<file path="src/source/memPkg.sv">
package memPkg;

    typedef logic [15:0] dataWord;     // One memory or register word
    typedef logic [15:0] byteAddr;     // Bit 0 picks the byte in a word
    typedef logic [3:0]  regAddr;      // Destination register number

    // Bit 2 marks a store, bit 0 marks word size
    typedef enum logic [3:0] {
        loadByte  = 4'b0000,
        loadWord  = 4'b0001,
        storeByte = 4'b0100,
        storeWord = 4'b0101
    } minorOp;

    // One operation from the issue stage
    typedef struct packed {
        minorOp  op;
        regAddr  destReg;
        byteAddr addr;
        dataWord data;
    } lsRequest;

    // Load result towards register writeback
    typedef struct packed {
        regAddr  destReg;
        dataWord data;
    } wbResult;

    // One write into data memory
    typedef struct packed {
        logic        en;
        logic [15:0] wordIndex;       // Narrowed to the memory depth
        dataWord     data;
    } memWrite;

endpackage : memPkg
</file>
<file path="src/source/loadStoreUnit.sv">
`timescale 1ns/1ps

module loadStoreUnit (
    input  logic             clk,
    input  logic             rstN,
    input  logic             clkEn,
    input  logic             flashBusy,
    input  memPkg::lsRequest request,
    input  logic             loadStoreAck,
    output logic             loadStoreReq,
    input  logic             writebackReq,
    output logic             writebackAck,
    output memPkg::wbResult  result,
    output logic             readEn,
    output memPkg::byteAddr  readIndex,
    input  memPkg::dataWord  readWord,
    output memPkg::memWrite  storeWrite
);
    import memPkg::*;

    typedef enum logic [1:0] {
        idle,
        loadPending,
        storePending
    } lsState;

    lsState   state;
    lsRequest pending;       // Accepted operation
    logic     started;       // Low until the first enabled edge after reset
    logic     accept;
    logic     wbDone;
    dataWord  storeData;
    dataWord  loadData;

    assign accept = loadStoreReq && loadStoreAck && clkEn;
    assign wbDone = writebackAck && writebackReq && clkEn;

    // A pending load can hand over and take the next op on one edge
    assign loadStoreReq = started && !flashBusy
        && (state == idle || (state == loadPending && writebackReq));

    assign writebackAck = (state == loadPending);

    // Read goes out with the accept and returns one clock later
    assign readEn    = accept;
    assign readIndex = {1'b0, request.addr[15:1]};

    always_ff @(posedge clk or negedge rstN) begin
        if (!rstN) begin
            state   <= idle;
            started <= 1'b0;
        end else if (clkEn) begin
            started <= 1'b1;
            if (accept) begin
                state <= request.op[2] ? storePending : loadPending;
            end else if (wbDone || state == storePending) begin
                state <= idle;       // Store write lands on this edge
            end
        end
    end

    always_ff @(posedge clk) begin
        if (accept) begin
            pending <= request;
        end
    end

    // Store alignment keeps the untouched byte of the old word
    always_comb begin
        case (pending.op)
            storeWord: storeData = pending.data;
            default: begin
                if (pending.addr[0]) begin
                    storeData = {pending.data[7:0], readWord[7:0]};   // Odd byte
                end else begin
                    storeData = {readWord[15:8], pending.data[7:0]};
                end
            end
        endcase
    end

    // Load alignment with zero-extended bytes
    always_comb begin
        case (pending.op)
            loadWord: loadData = readWord;
            default: begin
                if (pending.addr[0]) begin
                    loadData = {8'h00, readWord[15:8]};
                end else begin
                    loadData = {8'h00, readWord[7:0]};
                end
            end
        endcase
    end

    assign storeWrite.en        = (state == storePending);
    assign storeWrite.wordIndex = {1'b0, pending.addr[15:1]};
    assign storeWrite.data      = storeData;

    assign result.destReg = pending.destReg;   // Valid while writebackAck is high
    assign result.data    = loadData;

    // Issue stage only sends the four memory opcodes
    assert property (@(posedge clk) disable iff (!rstN)
        accept |-> request.op inside {loadByte, loadWord, storeByte, storeWord})
        else $error("loadStoreUnit: undefined opcode %h accepted", request.op);

    // A held load keeps its result until writeback takes it
    assert property (@(posedge clk) disable iff (!rstN)
        writebackAck && !writebackReq |=> writebackAck && $stable(result))
        else $error("loadStoreUnit: held load result changed");

endmodule : loadStoreUnit

</file>
<file path="config.mk">
export PLATFORM = sky130hd
export DESIGN_NAME = loadStoreUnit
export DESIGN_NICKNAME = d
export VERILOG_FILES = /design/src/source/memPkg.sv /design/src/source/loadStoreUnit.sv
export SDC_FILE = /design/constraint.sdc
export NUM_CORES = 1
export LEC_CHECK = 0
export ABC_AREA = 1
export BUFFER_PORTS_ARGS = -buffer_cell sky130_fd_sc_hd__buf_2
export CAP_MARGIN = 40
export CORE_MARGIN = 2
export CORE_UTILIZATION = 49
export CTS_BUF_LIST = sky130_fd_sc_hd__clkbuf_8
export DETAILED_ROUTE_END_ITERATION = 16
export PLACE_DENSITY = 0.87
export RECOVER_POWER = 25
export SLEW_MARGIN = 10
export SYNTH_ARGS = -nofsm -noshare
export SYNTH_HDL_FRONTEND = slang
export SYNTH_SLANG_ARGS = --single-unit
export TNS_END_PERCENT = 50
</file>
<file path="constraint.sdc">
create_clock -name clk -period 8.5 [get_ports clk]
set_clock_uncertainty 0.2 [all_clocks]
set_input_delay 2.55 -clock clk [delete_from_list [all_inputs] [get_ports clk]]
set_output_delay 2.55 -clock clk [all_outputs]
set_load 0.005 [all_outputs]
</file>
==> results.cfg, run 1 <==
[synthesis]
synth_compound_area_frac = 0.0986
muxShareOfSynthArea = 0
ys_seq_area_frac = 0.547
yosysTopAreaCell = edfxtp_1
ys_top_cells_by_area = edfxtp_1, buf_4, nand2_1
ys.flop_type = edfxtp_1
synth_simple_gate_area_frac = 0.155
ys_types = 20
avgSynthCellArea_um2 = 9.81
synth_top_family_by_area = buffers and inverters
yosysTopAreaCellShare = 0.514
async_flop_share = 0.0698
synthCells = 238
synth_top_cells_by_count = nand2_1, edfxtp_1, buf_4
synth_edf_count = 40
yosys_warnings = 0
synth-seq-cells = 43
synth_most_common_cell = nand2_1
syn_area_um2 = 2330
synth_fa_ha_area_frac = 0
synth_xor_area_frac = 0

[die]
pin_count = 134
dieArea_um2 = 5330
start_util = 0.501
die_y_um = 73.0
core-area_um2 = 4660
die_w_um = 73.0
num_rows = 25

[clocking]
clk_latency_ns = 0.29
clk_pin_slew_worst_paths_ns = 0.07
cts_buffers = 5
clock_path_buffers = 2
ctsHoldBuffers = 0
cts_tree = built
cts-root-buf = clkbuf_8
htree_num_levels = 2
cts.sinks = 43
post_cts_resize_count = 0
cts_setup_buffers = 0

[sta]
finalSetupTns_ns = 0
rsz0062_at_grt = no
finalCritPeriodShare = 0.774
min_period_ns = 6.58
setup_viol = 0
slew_violations = 0
hold_viol = 0
whs_ns = 0.269
relSlewSlack = 0.589
worstMarginPinSlew_ns = 0.616
max_freq_mhz = 152

[finish]
num-fill-cells = 387
final_cell_area_um2 = 2860
stdcell_count = 390
final_layout_size_suffix_gt1_frac = 0.482
seq_area_um2 = 1280
antenna_cells = 0
syn2layout_area_growth_pct = 22.6
final_nets = 397
multi_input_area_um2 = 608

[route]
drc_errors = 0
dr.pass1.iters = 5
antenna_left = 0
vias = 1824
wl_per_cell_um = 11.7
wirelength_um = 4570
vias_per_cell = 4.68
drt_iter0_markers = 33

[worst_setup_path]
cpMaxStageDelayCell = buf_4
r2r_setup_slack_ns = 6.63
cp.arrival_ns = 3.83
crit_chain = buf_2 -> inv_1 -> nand2_1 -> nor2_1 -> nand2_1 -> nor2_4 -> buf_4 -> buf_2
required_ns = 5.75
worstSetupPathType = in -> out
worstSetupEndpointType = primary output
cp_max_fo = 41
start_kind = input pin
cpPeakStageDelay_ns = 0.42

[place]
place_congestion = 0.814
placed_area_um2 = 2750
port_buffers = 131
hpwl_um = 3490
place_inst = 382

[grt]
grt-ovfl-total = 0
grt_pass1_wl_um = 6840
grt_pass1_vias = 1649
grt_util_all_layers = 0.171
grt_max_degree = 42
antenna_found_initial = 0

[run_status]
status = finished clean

[worst_hold_path]
min_path_type = reg -> reg

[power]
powerDensity_nw_per_um2 = 158
ir_drop_v = 0.000126
p_leak_uw = 0.00148

[job]
maxCapViolCount = 0
==> layout make-up <==
cell class                 count  area share
clock inverter                 3      0.0144
tap                           54      0.0236
inverter                      33      0.0433
sequential                    43       0.446
timing repair buffer         133       0.236
clock buffer                   5      0.0240
multi-input combinational    119       0.212
==> kinds of logic (layout without fill, tap and decap cells) <==
group / Yosys count / after routing
AOI/OAI and AO/OA: 34 / 34
buffers and inverters: 77 / 174
DFF: 43 / 43
other: 1 / 2
and+or+nand+nor: 83 / 83
==> report_power, final <==
group	leakage, uW	internal, uW	total (uW)	switching, uW
registers	0.000402	240	243	3.35
logic	0.00103	27.5	56.8	29.3
clock network	0.0000556	86.4	153	66.4
==> sequential cells by signal (all words and copies together), names as in the netlist <==
register / flops
pending: 21
storeWrite: 15
result: 4
state: 2
started: 1
==> stage by stage <==
stage | total power, uW | setup slack, ns | utilization
floorplan | 281 | 1.16 | -
global placement | 303 | 2.03 | 0.588
detailed placement | 305 | 1.92 | 0.591
CTS | 459 | 1.92 | 0.614
global route | 471 | 1.76 | 0.614
finish | 452 | 1.92 | 0.614
==> metal layers <==
metal | routed length (um) | global-route usage | share of wire | vias to the layer above
li1 | - | - | - | 919
met3 | 463 | 0.0608 | 0.10 | 11
met2 | 2350 | 0.315 | 0.51 | 102
met4 | 105 | 0.0802 | 0.023 | 0
met1 | 1650 | 0.168 | 0.36 | 792
met5 | 0 | 0 | 0 | -
==> final timing paths <==
path	from	to	depth (start not counted)
min	started$_DFFE_PN0P_	started$_DFFE_PN0P_	1
max	flashBusy	readEn	8
min in group asynchronous	rstN	started$_DFFE_PN0P_	1
max reg2reg	state[1]$_DFFE_PN0P_	storeWrite[28]$_DFFE_PP_	4
max in group asynchronous	rstN	state[0]$_DFFE_PN0P_	1
min reg2reg	started$_DFFE_PN0P_	started$_DFFE_PN0P_	1
==> cells in the final DEF, fill, tap and decap left out, drive strengths merged <==
cell,Yosys,routed
inv,33,34
nand3,9,9
dfrtp,3,3
bufinv,0,1
clkinvlp,0,1
or2,1,1
edfxtp,40,40
conb,1,2
nor2,14,14
nand4,2,2
clkbuf,1,6
o21ai,34,34
buf,43,132
nand2,57,57
==> critical path, delay by kind of cell <==
kind | cells | cell delay, ns
and+or+nand+nor | 4 | 0.47
buffers and inverters | 4 | 0.77
Note: power is estimated with default switching activity, not from simulation.
==> run 2, diff against run 1 <==
Settings changed: ABC_AREA 1 to 0, CORE_UTILIZATION 49 to 40, PLACE_DENSITY 0.87 to 0.77.
Clock period 8.5 ns to 5.97 ns, I/O delays scaled along.
==> results.cfg, run 2 <==
[power]
sequentialPowerShare = 0.582
p_clk_frac = 0.284
ir_drop_v = 0.000131
p_sw_uw = 132
p_leak_uw = 0.00127
p_int_uw = 467
swShare = 0.220
pwr-share-comb = 0.134
powerDensity_nw_per_um2 = 220

[grt]
antenna_found_initial = 0
grt_pass1_vias = 1483
grt_util_all_layers = 0.149
grt_max_degree = 43
grt_pass1_wl_um = 6960
grt-ovfl-total = 0

[worst_setup_path]
cpMaxStageDelayCell = nor4_4
cpPeakStageDelay_ns = 0.23
cpMostUsedCell = buf_2
cp_top_family = simple AND/OR/NAND/NOR gates
crit_buf_inv = 2
cp_max_fo = 2
worstSetupPathType = in -> out
crit_chain = buf_2 -> nand2b_1 -> nor4_4 -> buf_2
required_ns = 3.98
worstSetupEndpointType = primary output
cp.arrival_ns = 2.44
start_kind = input pin

[route]
drt_iter0_markers = 31
vias = 1444
drc_errors = 0
wirelength_um = 4380
vias_per_cell = 4.50
antenna_left = 0
wl_per_cell_um = 13.6
dr.pass1.iters = 3

[synthesis]
yosys_warnings = 0
synth_most_common_cell = edfxtp_1
ys_top_cells_by_area = edfxtp_1, buf_4, mux2_4
yosysTopAreaCellShare = 0.551
avgSynthCellArea_um2 = 14.5
syn_area_um2 = 2180
synthCells = 150
ys_types = 23
synth_edf_count = 40
synth_top_cells_by_count = edfxtp_1, buf_4, mux2_4
ys.flop_type = edfxtp_1
synth-seq-cells = 43
yosysTopAreaCell = edfxtp_1
ys_seq_area_frac = 0.586
async_flop_share = 0.0698

[finish]
syn2layout_area_growth_pct = 24.8
final_layout_size_suffix_gt1_frac = 0.633
layout_common_cells = buf_2, edfxtp_1, mux2_4, nand2_1
stdcell_count = 321
layout_commonest_cell = buf_2
regMostFlops = pending
final_nets = 312
antenna_cells = 0
largest_register_ffs = 21
num-fill-cells = 453

[sta]
rsz0062_at_grt = no
slew_violations = 0
setup_viol = 0
worstMarginPinSlew_ns = 0.630
min_period_ns = 4.43
hold_viol = 0
relSlewSlack = 0.580
finalSetupTns_ns = 0
finalCritPeriodShare = 0.741
max_freq_mhz = 226

[die]
die_y_um = 77.8
pin_count = 134
start_util = 0.421
die_w_um = 77.8
num_rows = 26
core-area_um2 = 5170
dieArea_um2 = 6050

[clocking]
cts.sinks = 43
cts_setup_buffers = 0
clk_latency_ns = 0.28
cts-root-buf = clkbuf_8
ctsHoldBuffers = 0
clock_path_buffers = 2
htree_num_levels = 2
cts_tree = built
clk_pin_slew_worst_paths_ns = 0.07
cts_buffers = 5
post_cts_resize_count = 0

[run_status]
status = finished clean

[place]
hpwl_um = 3340
place_congestion = 0.707
place_inst = 313
port_buffers = 131

[worst_hold_path]
min_path_type = reg -> reg

[job]
maxCapViolCount = 0
[run 2: cell count changes in the layout (fill, tap and decap cells not counted), sizes merged, moves of 2 or more]
cell / previous run / this run
mux2: 0 / 16
nand4: 2 / 0
nand2: 57 / 9
a22o: 0 / 2
and2: 0 / 8
nor2b: 0 / 3
nand2b: 0 / 4
o21ai: 34 / 8
inv: 34 / 3
mux2i: 0 / 8
nand3: 9 / 0
nor2: 14 / 0
[run 2: cells by family after synthesis]
kind of cell / share of synthesized area
AOI/OAI and AO/OA: 0.0264
buffers and inverters: 0.147
DFF: 0.586
muxes: 0.147
other: 0.00172
and+or+nand+nor: 0.0919
[run 2: stage by stage]
stage	util	worst slack [ns]	instance area, um2	power (uW)	hold slack (ns)
final	0.526	1.54	2720	598	0.292
after CTS	0.526	1.54	2720	608	0.289
after detailed placement	0.510	1.54	2640	436	0.270
after global routing	0.526	1.47	2720	628	0.311
after global placement	0.510	1.53	2640	434	0.254
after floorplan	-	0.557	2190	401	0.241
[run 2: final timing paths]
| kind | end | startpoint | slack (ns) | depth (start not counted) |
|---|---|---|---|---|
| max | readEn | flashBusy | 1.54 | 4 |
| min | started$_DFFE_PN0P_ | started$_DFFE_PN0P_ | 0.29 | 1 |
| max reg2reg | storeWrite[19]$_DFFE_PP_ | state[0]$_DFFE_PN0P_ | 4.05 | 3 |
| min reg2reg | started$_DFFE_PN0P_ | started$_DFFE_PN0P_ | 0.29 | 1 |
| max in group asynchronous | state[0]$_DFFE_PN0P_ | rstN | 4.30 | 1 |
| min in group asynchronous | started$_DFFE_PN0P_ | rstN | 1.11 | 1 |
[run 2: power groups by stage]
| stage | Combinational (uW) | Sequential [uW] | Clock [uW] |
|---|---|---|---|
| after floorplan | 48.0 | 353 | 0 |
| after global placement | 78.8 | 355 | 0 |
| after detailed placement | 81.1 | 355 | 0 |
| after CTS | 81.3 | 348 | 179 |
| after global routing | 88.1 | 350 | 191 |
| final | 79.9 | 348 | 170 |
[run 2: routing by layer]
metal,track usage,routed length (um),vias to the layer above
met3,0.0512,403,5
li1,-,-,693
met4,0.0429,34,0
met5,0,0,-
met1,0.161,1740,667
met2,0.272,2200,79
[run 2: area by class of cell]
| cell class | instances | area, um2 | area share |
|---|---|---|---|
| Sequential cell | 43 | 1280 | 0.469 |
| Timing Repair Buffer | 133 | 669 | 0.246 |
| Multi-Input combinational cell | 66 | 601 | 0.221 |
| Tap cell | 70 | 87.6 | 0.0322 |
| Clock buffer | 5 | 68.8 | 0.0253 |
| Clock inverter | 3 | 12.5 | 0.00460 |
| Inverter | 1 | 3.75 | 0.00138 |
[run 2: worst register-to-register path: cells and delay by family (launching register included)]
family / cells / cell delay, ns
buffers and inverters: 1 / 0.49
and+or+nand+nor: 2 / 0.44
DFF: 1 / 0.42
==> run 3, diff against run 2 <==
Settings changed: CORE_UTILIZATION 40 to 44, PLACE_DENSITY 0.77 to 0.81.
Clock period 5.97 ns to 4.6 ns, I/O delays scaled along.
==> results.cfg, run 3 (synthesized netlist as in run 2, its figures left out) <==
[clocking]
cts_setup_buffers = 0
ctsHoldBuffers = 0
htree_num_levels = 2
clk_latency_ns = 0.28
clk_pin_slew_worst_paths_ns = 0.08
cts.sinks = 43
clock_path_buffers = 2
post_cts_resize_count = 0
cts-root-buf = clkbuf_8
cts_tree = built
cts_buffers = 5

[finish]
num-fill-cells = 422
regMostFlops = pending
layout_common_cells = buf_2, edfxtp_1, mux2_4, nand2_1
layout_commonest_cell = buf_2
final_nets = 312
final_layout_size_suffix_gt1_frac = 0.628
stdcell_count = 317
syn2layout_area_growth_pct = 25.9
seq_area_um2 = 1280
antenna_cells = 0
multi_input_area_um2 = 609
largest_register_ffs = 21
finish.utilization = 0.577

[grt]
grt_util_all_layers = 0.146
antenna_found_initial = 1
grt_pass1_vias = 1304
grt-ovfl-total = 0
grt_pass1_wl_um = 5910
grt_max_degree = 43

[die]
die_y_um = 74.4
core-area_um2 = 4750
die_w_um = 74.4
num_rows = 25
start_util = 0.458
dieArea_um2 = 5530
pin_count = 134

[worst_setup_path]
r2r_cells = 3
required_ns = 3.02
start_kind = register
cp.arrival_ns = 2.28
worstSetupPathType = reg -> out
worstSetupEndpointType = primary output
r2r_setup_slack_ns = 2.68
cp_max_fo = 9
reg2reg_to = storeWrite[19]$_DFFE_PP_
r2r-start = state[0]$_DFFE_PN0P_

[power]
ir_drop_v = 0.000222
p_leak_uw = 0.00128
power.total_uw = 828
powerDensity_nw_per_um2 = 302

[sta]
setup_viol = 0
slew_violations = 0
finalSetupTns_ns = 0
worstMarginPinSlew_ns = 0.608
whs_ns = 0.269
finalCritPeriodShare = 0.839
hold_viol = 0
max_freq_mhz = 259
relSlewSlack = 0.595
min_period_ns = 3.86
rsz0062_at_grt = no

[worst_hold_path]
min-delay-start = started$_DFFE_PN0P_
hold_end = started$_DFFE_PN0P_
min_path_cells = 1
min_path_type = reg -> reg

[job]
maxCapViolCount = 0

[place]
hpwl_um = 3250
port_buffers = 131
place_congestion = 0.736
place_inst = 310

[route]
antenna_left = 0
drc_errors = 0
dr.pass1.iters = 4
vias = 1439
vias_per_cell = 4.54
drt_iter0_markers = 30
wirelength_um = 4180
wl_per_cell_um = 13.2

[run_status]
status = finished clean
run 3: cell count changes in the layout (fill, tap and decap cells not counted), sizes merged:
| cell | delta |
|---|---|
| bufinv | +1 |
| clkbuf | +2 |
| inv | -1 |
| clkinv | -1 |
| buf | -2 |
run 3: per-stage QoR:
stage	area, um2	setup WS (ns)
finish	2740	0.741
floorplan	2190	0.00904
global placement	2640	0.983
detailed placement	2640	0.969
CTS	2750	0.711
global route	2740	0.644
run 3: cell type report:
class / instances / area share
flip-flops and latches: 43 / 0.465
multi-input cells: 66 / 0.222
well taps: 67 / 0.0306
repair buffers: 133 / 0.243
clock inverters: 2 / 0.0123
inverters: 1 / 0.00137
clock buffers: 5 / 0.0251
run 3: critical path: stages, from the launching register on:
cell and delay [ns]:
edfxtp_1 0.47, nor4b_4 0.51, nand2b_1 0.54, mux2_4 0.35, buf_2 0.13
run 3: routing by layer:
layer / part of all wire / track usage / wire [um] / up-vias
li1: - / - / - / 689
met1: 0.38 / 0.153 / 1580 / 651
met2: 0.50 / 0.260 / 2100 / 87
met3: 0.099 / 0.0637 / 414 / 10
met4: 0.017 / 0.0536 / 72 / 2
met5: 0.0031 / 0 / 13 / -
run 3: how the worst max path moves through the flow:
stage,startpoint,to,cells after the start
after floorplan,flashBusy,readEn,2
final,pending[39]$_DFFE_PP_,result[4],4
after detailed placement,flashBusy,readEn,4
after global placement,flashBusy,readEn,4
after global routing,pending[39]$_DFFE_PP_,result[7],4
after CTS,pending[39]$_DFFE_PP_,result[4],4
run 3: where the power goes:
group | internal [uW] | leakage (uW) | switching, uW | total [uW]
Clock | 157 | 0.0000554 | 116 | 273
Combinational | 59.6 | 0.000826 | 43.2 | 103
Sequential | 444 | 0.000401 | 8.16 | 452
