===== src/source/memPkg.sv =====
package memPkg;

    typedef logic [15:0] dataWord;     // One memory or register word
    typedef logic [15:0] byteAddr;     // Bit 0 picks the byte in a word
    typedef logic [3:0]  regAddr;      // Destination register number

    // Bit 2 marks a store, bit 0 marks word size
    typedef enum logic [3:0] {
        loadByte  = 4'b0000,
        loadWord  = 4'b0001,
        storeByte = 4'b0100,
        storeWord = 4'b0101
    } minorOp;

    // One operation from the issue stage
    typedef struct packed {
        minorOp  op;
        regAddr  destReg;
        byteAddr addr;
        dataWord data;
    } lsRequest;

    // Load result towards register writeback
    typedef struct packed {
        regAddr  destReg;
        dataWord data;
    } wbResult;

    // One write into data memory
    typedef struct packed {
        logic        en;
        logic [15:0] wordIndex;       // Narrowed to the memory depth
        dataWord     data;
    } memWrite;

endpackage : memPkg

===== src/source/flashProgrammer.sv =====
`timescale 1ns/1ps

module flashProgrammer (
    input  logic            clk,
    input  logic            rstN,
    input  logic            clkEn,
    input  logic            flashEn,
    input  logic            flashValid,
    input  logic [7:0]      flashByte,
    output memPkg::memWrite flashWrite,
    output logic            flashBusy
);

    logic        flashEnQ;      // flashEn one enabled cycle back
    logic        bytePhase;     // High once the low byte is held
    logic [7:0]  lowByte;
    logic [15:0] wordIndex;     // Word the next write goes to
    logic        writeEn;
    logic [15:0] writeData;
    logic        restart;
    logic        takeByte;
    logic        highByte;

    assign restart  = flashEn && !flashEnQ;
    assign takeByte = flashEn && flashValid;
    assign highByte = takeByte && bytePhase && !restart;   // Completes a word

    always_ff @(posedge clk or negedge rstN) begin
        if (!rstN) begin
            flashEnQ  <= 1'b0;
            bytePhase <= 1'b0;
            wordIndex <= '0;
            writeEn   <= 1'b0;
        end else if (clkEn) begin
            flashEnQ <= flashEn;
            writeEn  <= highByte;      // One-cycle pulse per word

            if (restart) begin
                bytePhase <= takeByte; // First byte may come with the rising edge
            end else if (takeByte) begin
                bytePhase <= !bytePhase;
            end

            // Step on the edge where the pending write lands
            if (restart) begin
                wordIndex <= '0;
            end else if (writeEn) begin
                wordIndex <= wordIndex + 16'd1;
            end
        end
    end

    always_ff @(posedge clk) begin
        if (clkEn && takeByte && !highByte) begin
            lowByte <= flashByte;
        end
        if (clkEn && highByte) begin
            writeData <= {flashByte, lowByte};   // Low byte arrived first
        end
    end

    assign flashWrite.en        = writeEn;
    assign flashWrite.wordIndex = wordIndex;
    assign flashWrite.data      = writeData;

    // Held one cycle past flashEn so the last word is in before any read
    assign flashBusy = flashEn || flashEnQ;

endmodule : flashProgrammer


===== config.mk =====
export PLATFORM = sky130hd
export DESIGN_NAME = flashProgrammer
export DESIGN_NICKNAME = d
export VERILOG_FILES = /design/src/source/memPkg.sv /design/src/source/flashProgrammer.sv
export SDC_FILE = /design/constraint.sdc
export NUM_CORES = 1
export LEC_CHECK = 0
export ABC_CLOCK_PERIOD_IN_PS = 1900
export BUFFER_PORTS_ARGS = -buffer_cell sky130_fd_sc_hd__buf_2
export CAP_MARGIN = 10
export CORE_UTILIZATION = 51
export DETAILED_ROUTE_END_ITERATION = 10
export PLACE_DENSITY = 0.81
export SLEW_MARGIN = 10
export SYNTH_ARGS = -nofsm -noshare
export SYNTH_HDL_FRONTEND = slang
export SYNTH_SLANG_ARGS = --single-unit

===== constraint.sdc =====
create_clock -name clk -period 1.9 [get_ports clk]
set_input_delay 0.38 -clock clk [delete_from_list [all_inputs] [get_ports clk]]
set_output_delay 0.38 -clock clk [all_outputs]
set_load 0.1 [all_outputs]

==> results of run 1 <==
## layout make-up
cell class                      instances  area (um^2)  share of cell area
Clock buffer                            6        41.29             0.01914
Multi-Input combinational cell         83        531.8              0.2465
Clock inverter                          2        12.51            0.005800
Tap cell                               46        57.56             0.02668
Timing Repair Buffer                   52        277.8              0.1288
Sequential cell                        43         1217              0.5644
Inverter                                5        18.77            0.008701
## layout by cell type, fill, tap and decap left out, types with 2 or more instances in the layout
cell type  instances
nor2_1             7
inv_1              5
or4_1              3
buf_2             46
a21oi_1            9
dfrtp_2           11
dfrtp_1            6
buf_4              5
dfrtp_4            2
edfxtp_1          24
or2_2              2
o21ai_1            2
clkbuf_4           5
o21a_1             2
nand2_1            9
o22ai_1            3
nand4_1            2
o31ai_1            4
and3_1             4
xor2_1             4
o21ai_0            6
o211ai_1           3
nand3_1            4
## power by group through the flow
stage,clock (W),combinational [W],sequential (W)
after detailed placement,0,0.000432,0.00111
final,0.000420,0.000432,0.00110
after floorplan,0,0.000110,0.00134
after global routing,0.000469,0.000450,0.00110
after CTS,0.000431,0.000435,0.00109
after global placement,0,0.000420,0.00111
## flip-flops by register name (all words and copies together) (netlist names)
signal     cells
lowByte        8
wordIndex     16
writeData     16
writeEn        1
flashEnQ       1
bytePhase      1
## per-layer routing
layer	up-vias	wire (um)
met5	-	0
met4	0	43
met3	5	177
met2	43	1630
met1	631	1400
li1	624	-
## metrics by stage
step	worst slack [ns]	power, W	util
final	0.09479	0.001948	0.6464
after global routing	0.02350	0.002020	0.6464
after CTS	0.07370	0.001960	0.6464
after detailed placement	0.1140	0.001546	0.6273
after global placement	0.2117	0.001530	0.6273
after floorplan	0.005838	0.001449	-
## logic make-up after synthesis
kind of cell    count (synthesis)  share of synthesized area
compound gates                 34                     0.1188
xor+xnor                        5                    0.02475
fa+ha+maj                       1                   0.007071
buf+inv                        10                    0.02334
flops                          43                     0.6761
mux                             1                   0.005658
simple gates                   42                     0.1443
## timing repair
item,in CTS,in global routing
gates resized for setup,0,0
hold endpoints to repair,19,0
hold buffers,1,0
## worst min path at each step
| stage | start | slack (ns) | endpoint | cells after the start |
|---|---|---|---|---|
| final | flashByte[3] | 0.22 | writeData[11] | 1 |
| after global routing | flashByte[2] | 0.20 | writeData[10] | 1 |
| after CTS | flashByte[6] | 0.21 | lowByte[6] | 1 |
| after detailed placement | rstN | 0.34 | wordIndex[1] | 1 |
| after global placement | rstN | 0.33 | wordIndex[0] | 1 |
| after floorplan | rstN | 0.08 | bytePhase | 0 |
==> flow_summary.json, run 1 <==
{
  "status": "finished, final reports clean",
  "nFillCells": 251,
  "powerDensity_nw_per_um2": 903.0,
  "dr.pass1.iters": 5,
  "path_buf_inv": 1,
  "cp_data_required_time_ns": 1.52,
  "port_buffers": 46,
  "worst_pin_slew_ns": 0.4900,
  "cts_tree": "built",
  "cts.sinks": 43,
  "relSlewSlack": 0.6756,
  "post_cts_buffers": 0,
  "antenna_found_initial": 0,
  "syn_to_final_growth_pct": 21.92,
  "path_delay_family": "flip-flops",
  "grt_max_degree": 20,
  "yosys.area.top_type_share": 0.4074,
  "hold_ws_ns": 0.2218,
  "synth_largest_area_cell": "edfxtp_1",
  "crit_path_end": "flashWrite[32]",
  "finalNonFillerCells": 237,
  "netlist_area_um2": 1769,
  "die_h_um": 60.90,
  "crit_chain": "buf_2",
  "grt_pass1_vias": 1125,
  "skew_ns": 0.005532,
  "crit_path_start": "writeEn",
  "grt_pass1_wl_um": 4823,
  "dpl_cell_area_um2": 2093,
  "r2r_start": "wordIndex[0]",
  "drive_gt1_frac": 0.4084,
  "critPathLaunchType": "register",
  "switchingPower_w": 0.0006801,
  "die_w_um": 60.90,
  "synth_nets": 150,
  "pin_count": 47,
  "ys.flop_type": "edfxtp_1",
  "cp-end-kind": "output pin",
  "cts.htree.levels": 2,
  "seqPwrFrac": 0.563,
  "worst_path_max_delay_cell": "dfrtp_1",
  "synth-seq-area-share": 0.6761,
  "path_class": "reg2out",
  "arrival_ns": 1.43,
  "synth_edf_count": 24,
  "stdcell_area_um2": 2157,
  "viasPerCell": 5.498,
  "grt_overflow": 0,
  "p_clk_frac": 0.215,
  "maxCapViolCount": 0,
  "place_hpwl_um": 2384,
  "synthTopCellsByArea": "edfxtp_1 41%, dfrtp_1 27%, a21oi_1 2.5%",
  "clock_latency_ns": 0.34,
  "vias": 1303,
  "fin_nets": 204,
  "post_synth.cell_area_avg_um2": 13.01,
  "gp_congestion": 0.8481,
  "drtIter0Drc": 44,
  "cp_num_cells": 1,
  "met2_usage": 0.2810,
  "cts_made_buffers": 5,
  "rsz0062_at_grt": "false",
  "wl_per_cell_um": 13.72,
  "tns_ns": 0,
  "setup_violations": 0,
  "placementRows": 21,
  "async_reset_ff_frac": 0.4419,
  "ys.warnings.count": 0,
  "critPathMaxStageDelay_ns": 0.58,
  "clk_pin_slew_ns": 0.12,
  "top_usage_layer": "met2",
  "met1_usage": 0.2461,
  "wl_um": 3252,
  "start_util": 0.5302,
  "cts_buffer_depth": 2,
  "leakagePower_nw": 0.9295,
  "synth.most_common_cell": "edfxtp_1",
  "grt_usage": 0.1870,
  "swShare": 0.3491,
  "internal_power_w": 0.001268,
  "period_share": 0.9501,
  "period_minus_slack_ns": 1.805,
  "synthTopCellsByCount": "24 x edfxtp_1, 19 x dfrtp_1, 9 x a21oi_1, 9 x nand2_1, 7 x nor2_1",
  "ys_types": 39,
  "synth_cells": 136,
  "min_path_type": "in2reg",
  "drc": 0,
  "diodes": 0,
  "antenna_left": 0,
  "coreArea_um2": 3337,
  "crit_fanout": 13,
  "timing.rr.end": "wordIndex[12]",
  "combinationalPowerShare": 0.222,
  "use_met3": 0.06397,
  "vdd_drop_max_uv": 699.4,
  "hold_violations": 0,
  "fmax_mhz": 554.0,
  "maxSlewViolCount": 0,
  "clock-root-buffer": "clkbuf_4",
  "placedCellCount": 228,
  "r2r_slack_ns": 0.13,
  "die-area_um2": 3709,
  "r2r_cells": 6,
  "synth-seq-cells": 43
}
(Power assumes the default switching activity.)
==> inputs of run 2 (changes only) <==
Settings changed: ABC_CLOCK_PERIOD_IN_PS 1900 to 1760.
Clock period 1.9 ns to 1.76 ns, I/O delays scaled along.
==> run 2 against run 1 <==
  * Power increased by 12%
  * Cell count increased by 1.7%
  * Flip-flop and latch count unchanged
  * Critical endpoint is now flashBusy
  * Setup slack got worse by 0.033 ns
  * Clock power increased by 20%
  * Critical path depth increased by 1
  * Hold slack got worse by 0.052 ns
  * Die area unchanged
  * Clock skew increased by 0.0042 ns
==> flow_summary.json, run 2 (synthesized netlist as in run 1, its figures left out) <==
{
  "stdcell_area_um2": 2242,
  "maxCapViolCount": 0,
  "swShare": 0.3605,
  "die_h_um": 60.90,
  "seqPwrFrac": 0.546,
  "place_hpwl_um": 2640,
  "dpl_cell_area_um2": 2165,
  "rsz0062_at_grt": "false",
  "syn_to_final_growth_pct": 26.73,
  "hold_violations": 0,
  "period_minus_slack_ns": 1.699,
  "crit_fanout": 6,
  "cts.htree.levels": 2,
  "critPathLaunchType": "register",
  "cts_buffer_depth": 2,
  "grt_pass1_vias": 1230,
  "maxSlewViolCount": 0,
  "gp_congestion": 0.8233,
  "grt_usage": 0.2158,
  "final_cell_mix": "44 x buf_2, 24 x edfxtp_1, 11 x buf_4",
  "worst_pin_slew_ns": 0.4997,
  "post_cts_buffers": 0,
  "skew_ns": 0.009751,
  "internal_power_w": 0.001400,
  "viasPerCell": 5.593,
  "grt_overflow": 0,
  "dr.pass1.iters": 4,
  "clk_pin_slew_ns": 0.14,
  "setup_violations": 0,
  "drc": 0,
  "drtIter0Drc": 49,
  "switchingPower_w": 0.0007896,
  "vdd_drop_max_uv": 782.1,
  "cp-end-kind": "output pin",
  "arrival_ns": 1.35,
  "antenna_left": 0,
  "reg_top3": "wordIndex: 16 flops, writeData: 16 flops, lowByte: 8 flops",
  "hold_start": "flashByte[7]",
  "crit_path_end": "flashBusy",
  "grt_max_degree": 20,
  "powerDensity_nw_per_um2": 976.7,
  "final_common_cell": "buf_2",
  "period_share": 0.9651,
  "utilization": 0.6719,
  "clock_latency_ns": 0.36,
  "hold_ws_ns": 0.1701,
  "coreArea_um2": 3337,
  "placedCellCount": 232,
  "clock-root-buffer": "clkbuf_4",
  "combinationalPowerShare": 0.224,
  "pin_count": 47,
  "r2r_start": "flashEnQ",
  "p_clk_frac": 0.229,
  "die-area_um2": 3709,
  "cts_made_buffers": 5,
  "cts_tree": "built",
  "antenna_found_initial": 0,
  "placementRows": 21,
  "r2r_slack_ns": 0.13,
  "cp_data_required_time_ns": 1.41,
  "finalNonFillerCells": 241,
  "fin_nets": 208,
  "leakagePower_nw": 0.9462,
  "grt_pass1_wl_um": 5554,
  "start_util": 0.5302,
  "diodes": 0,
  "r2r_cells": 5,
  "die_w_um": 60.90,
  "holdPathStages": 1,
  "port_buffers": 46,
  "nFillCells": 241,
  "timing.rr.end": "wordIndex[15]",
  "status": "finished, final reports clean",
  "drive_gt1_frac": 0.4513,
  "cts.sinks": 43,
  "crit_path_start": "flashEnQ",
  "wl_um": 3642,
  "fmax_mhz": 588.7,
  "wl_per_cell_um": 15.11,
  "vias": 1348,
  "min_path_type": "in2reg",
  "path_class": "reg2out",
  "relSlewSlack": 0.6691
}
## run 2: changes by cell type in the layout (fill, tap and decap cells not counted), sizes merged
cell	before	now
clkinv	1	2
clkbuf	6	5
buf	51	55
## run 2: per-stage QoR
step,setup TNS [ns],setup slack [ns],power (W)
6_report,0,0.06141,0.002190
5_1_grt,0,0.003962,0.002289
4_1_cts,0,0.04581,0.002203
3_5_place_dp,0,0.09693,0.001707
3_3_place_gp,0,0.2050,0.001687
2_1_floorplan,-0.01160,-0.01160,0.001592
## run 2: worst min-delay path by stage
stage	endpoint	slack (ns)
3_3_place_gp	wordIndex[3]	0.31
3_5_place_dp	wordIndex[5]	0.32
6_report	writeData[15]	0.17
2_1_floorplan	bytePhase	0.06
4_1_cts	writeData[15]	0.15
5_1_grt	writeData[15]	0.13
## run 2: final cells by class
cell class	count	area, um^2	share of cell area
Clock buffer	5	37.54	0.01674
Clock inverter	3	25.02	0.01116
Inverter	5	18.77	0.008371
Multi-Input combinational cell	83	553.0	0.2467
Sequential cell	43	1237	0.5519
Tap cell	46	57.56	0.02567
Timing Repair Buffer	56	312.8	0.1395
## run 2: what timing repair did
action	in CTS	in global routing
hold endpoints to repair	19	0
hold buffers	1	0
gates resized for setup	2	0
endpoints found under the setup margin	2	0
## run 2: worst max-delay path: stages (launching register included)
cell     delay, ns
dfrtp_1       0.46
or2_2         0.30
buf_4         0.23
## run 2: power groups by stage
stage                     Sequential, W  Combinational [W]  Clock [W]
after detailed placement        0.00122           0.000487          0
after CTS                       0.00120           0.000494   0.000514
after floorplan                 0.00146           0.000129          0
final                           0.00120           0.000491   0.000502
after global placement          0.00121           0.000477          0
after global routing            0.00120           0.000521   0.000564
## run 2: routing by layer
layer / part of all wire / GRT usage
met3: 0.043 / 0.08102
met5: 0 / 0
met4: 0.016 / 0.08766
met2: 0.53 / 0.3642
met1: 0.41 / 0.2486
==> inputs of run 3 (changes only) <==
Settings changed: BUFFER_PORTS_ARGS -buffer_cell sky130_fd_sc_hd__buf_2 to -buffer_cell sky130_fd_sc_hd__clkbuf_2.
==> run 3 against run 2 <==
  * Critical path depth increased by 3
  * Clock skew decreased by 0.0034 ns
  * Register-to-register slack worse by 0.08 ns
  * Global-route usage shrank 2.3 points
  * Setup slack worse by 0.0065 ns
  * Hold slack better by 0.028 ns
  * Design area decreased by 0.95%
  * Clock-buffer cell count did not move
  * Non-clock buffer count is 3 lower
  * Combinational power shrank 1%
  * Largest cell class unchanged
  * Largest power group unchanged
==> flow_summary.json, run 3 (synthesized netlist as in run 1, its figures left out) <==
{
  "utilization": 0.6655,
  "setup_violations": 0,
  "r2r_slack_ns": 0.05,
  "skew_ns": 0.006366,
  "vdd_drop_max_uv": 841.2,
  "drtIter0Drc": 50,
  "die_h_um": 60.90,
  "period_minus_slack_ns": 1.705,
  "place_hpwl_um": 2464,
  "pin_count": 47,
  "clk_pin_slew_ns": 0.13,
  "swShare": 0.3548,
  "r2r_cells": 5,
  "cts.sinks": 43,
  "cts_made_buffers": 5,
  "cp-end-kind": "register",
  "worst_path_max_delay_cell": "or4_1",
  "grt_overflow": 0,
  "period_share": 0.9688,
  "coreArea_um2": 3337,
  "port_buffers": 46,
  "clock-root-buffer": "clkbuf_4",
  "grt_usage": 0.1924,
  "die_w_um": 60.90,
  "leakagePower_nw": 0.9241,
  "nFillCells": 258,
  "worst_pin_slew_ns": 0.5562,
  "cts_tree": "built",
  "final_common_cell": "clkbuf_2",
  "switchingPower_w": 0.0007692,
  "gp_congestion": 0.8318,
  "cts_buffer_depth": 2,
  "antenna_found_initial": 0,
  "crit_path_start": "wordIndex[1]",
  "start_util": 0.5302,
  "fin_nets": 205,
  "relSlewSlack": 0.6307,
  "viasPerCell": 5.487,
  "wl_per_cell_um": 14.06,
  "dr.pass1.iters": 4,
  "timing.rr.end": "wordIndex[10]",
  "drive_gt1_frac": 0.4479,
  "status": "finished, final reports clean",
  "fmax_mhz": 586.5,
  "maxSlewViolCount": 0,
  "clock_latency_ns": 0.34,
  "grt_pass1_vias": 1122,
  "final_cell_mix": "44 x clkbuf_2, 24 x edfxtp_1, 9 x a21oi_1, 9 x nand2_1, 9 x dfrtp_4",
  "diodes": 0,
  "cp_data_required_time_ns": 2.02,
  "grt_pass1_wl_um": 5002,
  "placementRows": 21,
  "critPathMaxStageDelay_ns": 0.52,
  "internal_power_w": 0.001399,
  "drc": 0,
  "crit_chain": "ha_4 > and3_4 > o21ai_2 > or4_1 > a21oi_1",
  "arrival_ns": 1.96,
  "r2r_start": "wordIndex[1]",
  "die-area_um2": 3709,
  "p_clk_frac": 0.224,
  "syn_to_final_growth_pct": 25.53,
  "combinationalPowerShare": 0.223,
  "path_class": "reg2reg",
  "antenna_left": 0,
  "vias": 1306,
  "rsz0062_at_grt": "false",
  "crit_path_end": "wordIndex[10]",
  "critPathLaunchType": "register",
  "seqPwrFrac": 0.553,
  "cts.htree.levels": 2,
  "tns_ns": 0,
  "wl_um": 3347,
  "reg_top3": "wordIndex: 16 flops, writeData: 16 flops, lowByte: 8 flops",
  "min_path_type": "in2reg",
  "grt_max_degree": 20,
  "hold_violations": 0,
  "crit_fanout": 5,
  "maxCapViolCount": 0,
  "powerDensity_nw_per_um2": 976.1,
  "holdPathStages": 1
}
## run 3: repair_timing
item,CTS,global route
gates resized for setup,1,2
setup endpoints to repair,1,4
buffers inserted,0,0
hold buffers,1,0
hold endpoints to repair,19,0
## run 3: layer usage
metal / share of wire / GRT usage / vias up / wire length [um]
met2: 0.51 / 0.3124 / 44 / 1704
met3: 0.044 / 0.06397 / 4 / 148
li1: - / - / 624 / -
met5: 0 / 0 / - / 0
met4: 0.0057 / 0.03896 / 0 / 19
met1: 0.44 / 0.2545 / 634 / 1474
## run 3: final cells by class
type | count | area, um^2 | share of cell area
Sequential cell | 43 | 1237 | 0.5572
Multi-Input combinational cell | 83 | 555.5 | 0.2501
Timing Repair Buffer | 53 | 290.3 | 0.1307
Tap cell | 46 | 57.56 | 0.02592
Clock buffer | 5 | 37.54 | 0.01690
Clock inverter | 3 | 23.77 | 0.01070
Inverter | 5 | 18.77 | 0.008451
## run 3: worst min path at each step
stage                  from            to  slack (ns)
2_1_floorplan          rstN     bytePhase        0.06
3_3_place_gp           rstN  wordIndex[4]        0.32
3_5_place_dp           rstN  wordIndex[4]        0.33
4_1_cts        flashByte[7]    lowByte[7]        0.18
5_1_grt        flashByte[2]    lowByte[2]        0.16
6_report       flashByte[7]    lowByte[7]        0.20
## run 3: critical path, delay by kind of cell, from the launching register on
family                   cells  cell delay, ns
AO/OA/AOI/OAI                2            0.28
flip-flops                   1            0.47
adder cells (fa/ha/maj)      1            0.15
AND/OR/NAND/NOR              2            0.72
## run 3: power groups by stage
stage	sequential [W]	clock, W	combinational (W)
after floorplan	0.00146	0	0.000129
after global placement	0.00121	0	0.000470
after detailed placement	0.00122	0	0.000483
after CTS	0.00120	0.000502	0.000486
after global routing	0.00121	0.000547	0.000509
final	0.00120	0.000485	0.000484
## run 3: metrics by stage
step / hold slack (ns) / std cells / worst slack, ns / cell area (um^2) / power [W]
4_1_cts: 0.1836 / 238 / 0.04623 / 2218 / 0.002184
6_report: 0.1983 / 238 / 0.05487 / 2221 / 0.002168
2_1_floorplan: 0.05641 / 136 / -0.01160 / 1832 / 0.001592
3_3_place_gp: 0.3228 / 229 / 0.1166 / 2145 / 0.001683
5_1_grt: 0.1592 / 238 / 0.004391 / 2221 / 0.002262
3_5_place_dp: 0.3308 / 229 / 0.05396 / 2145 / 0.001701
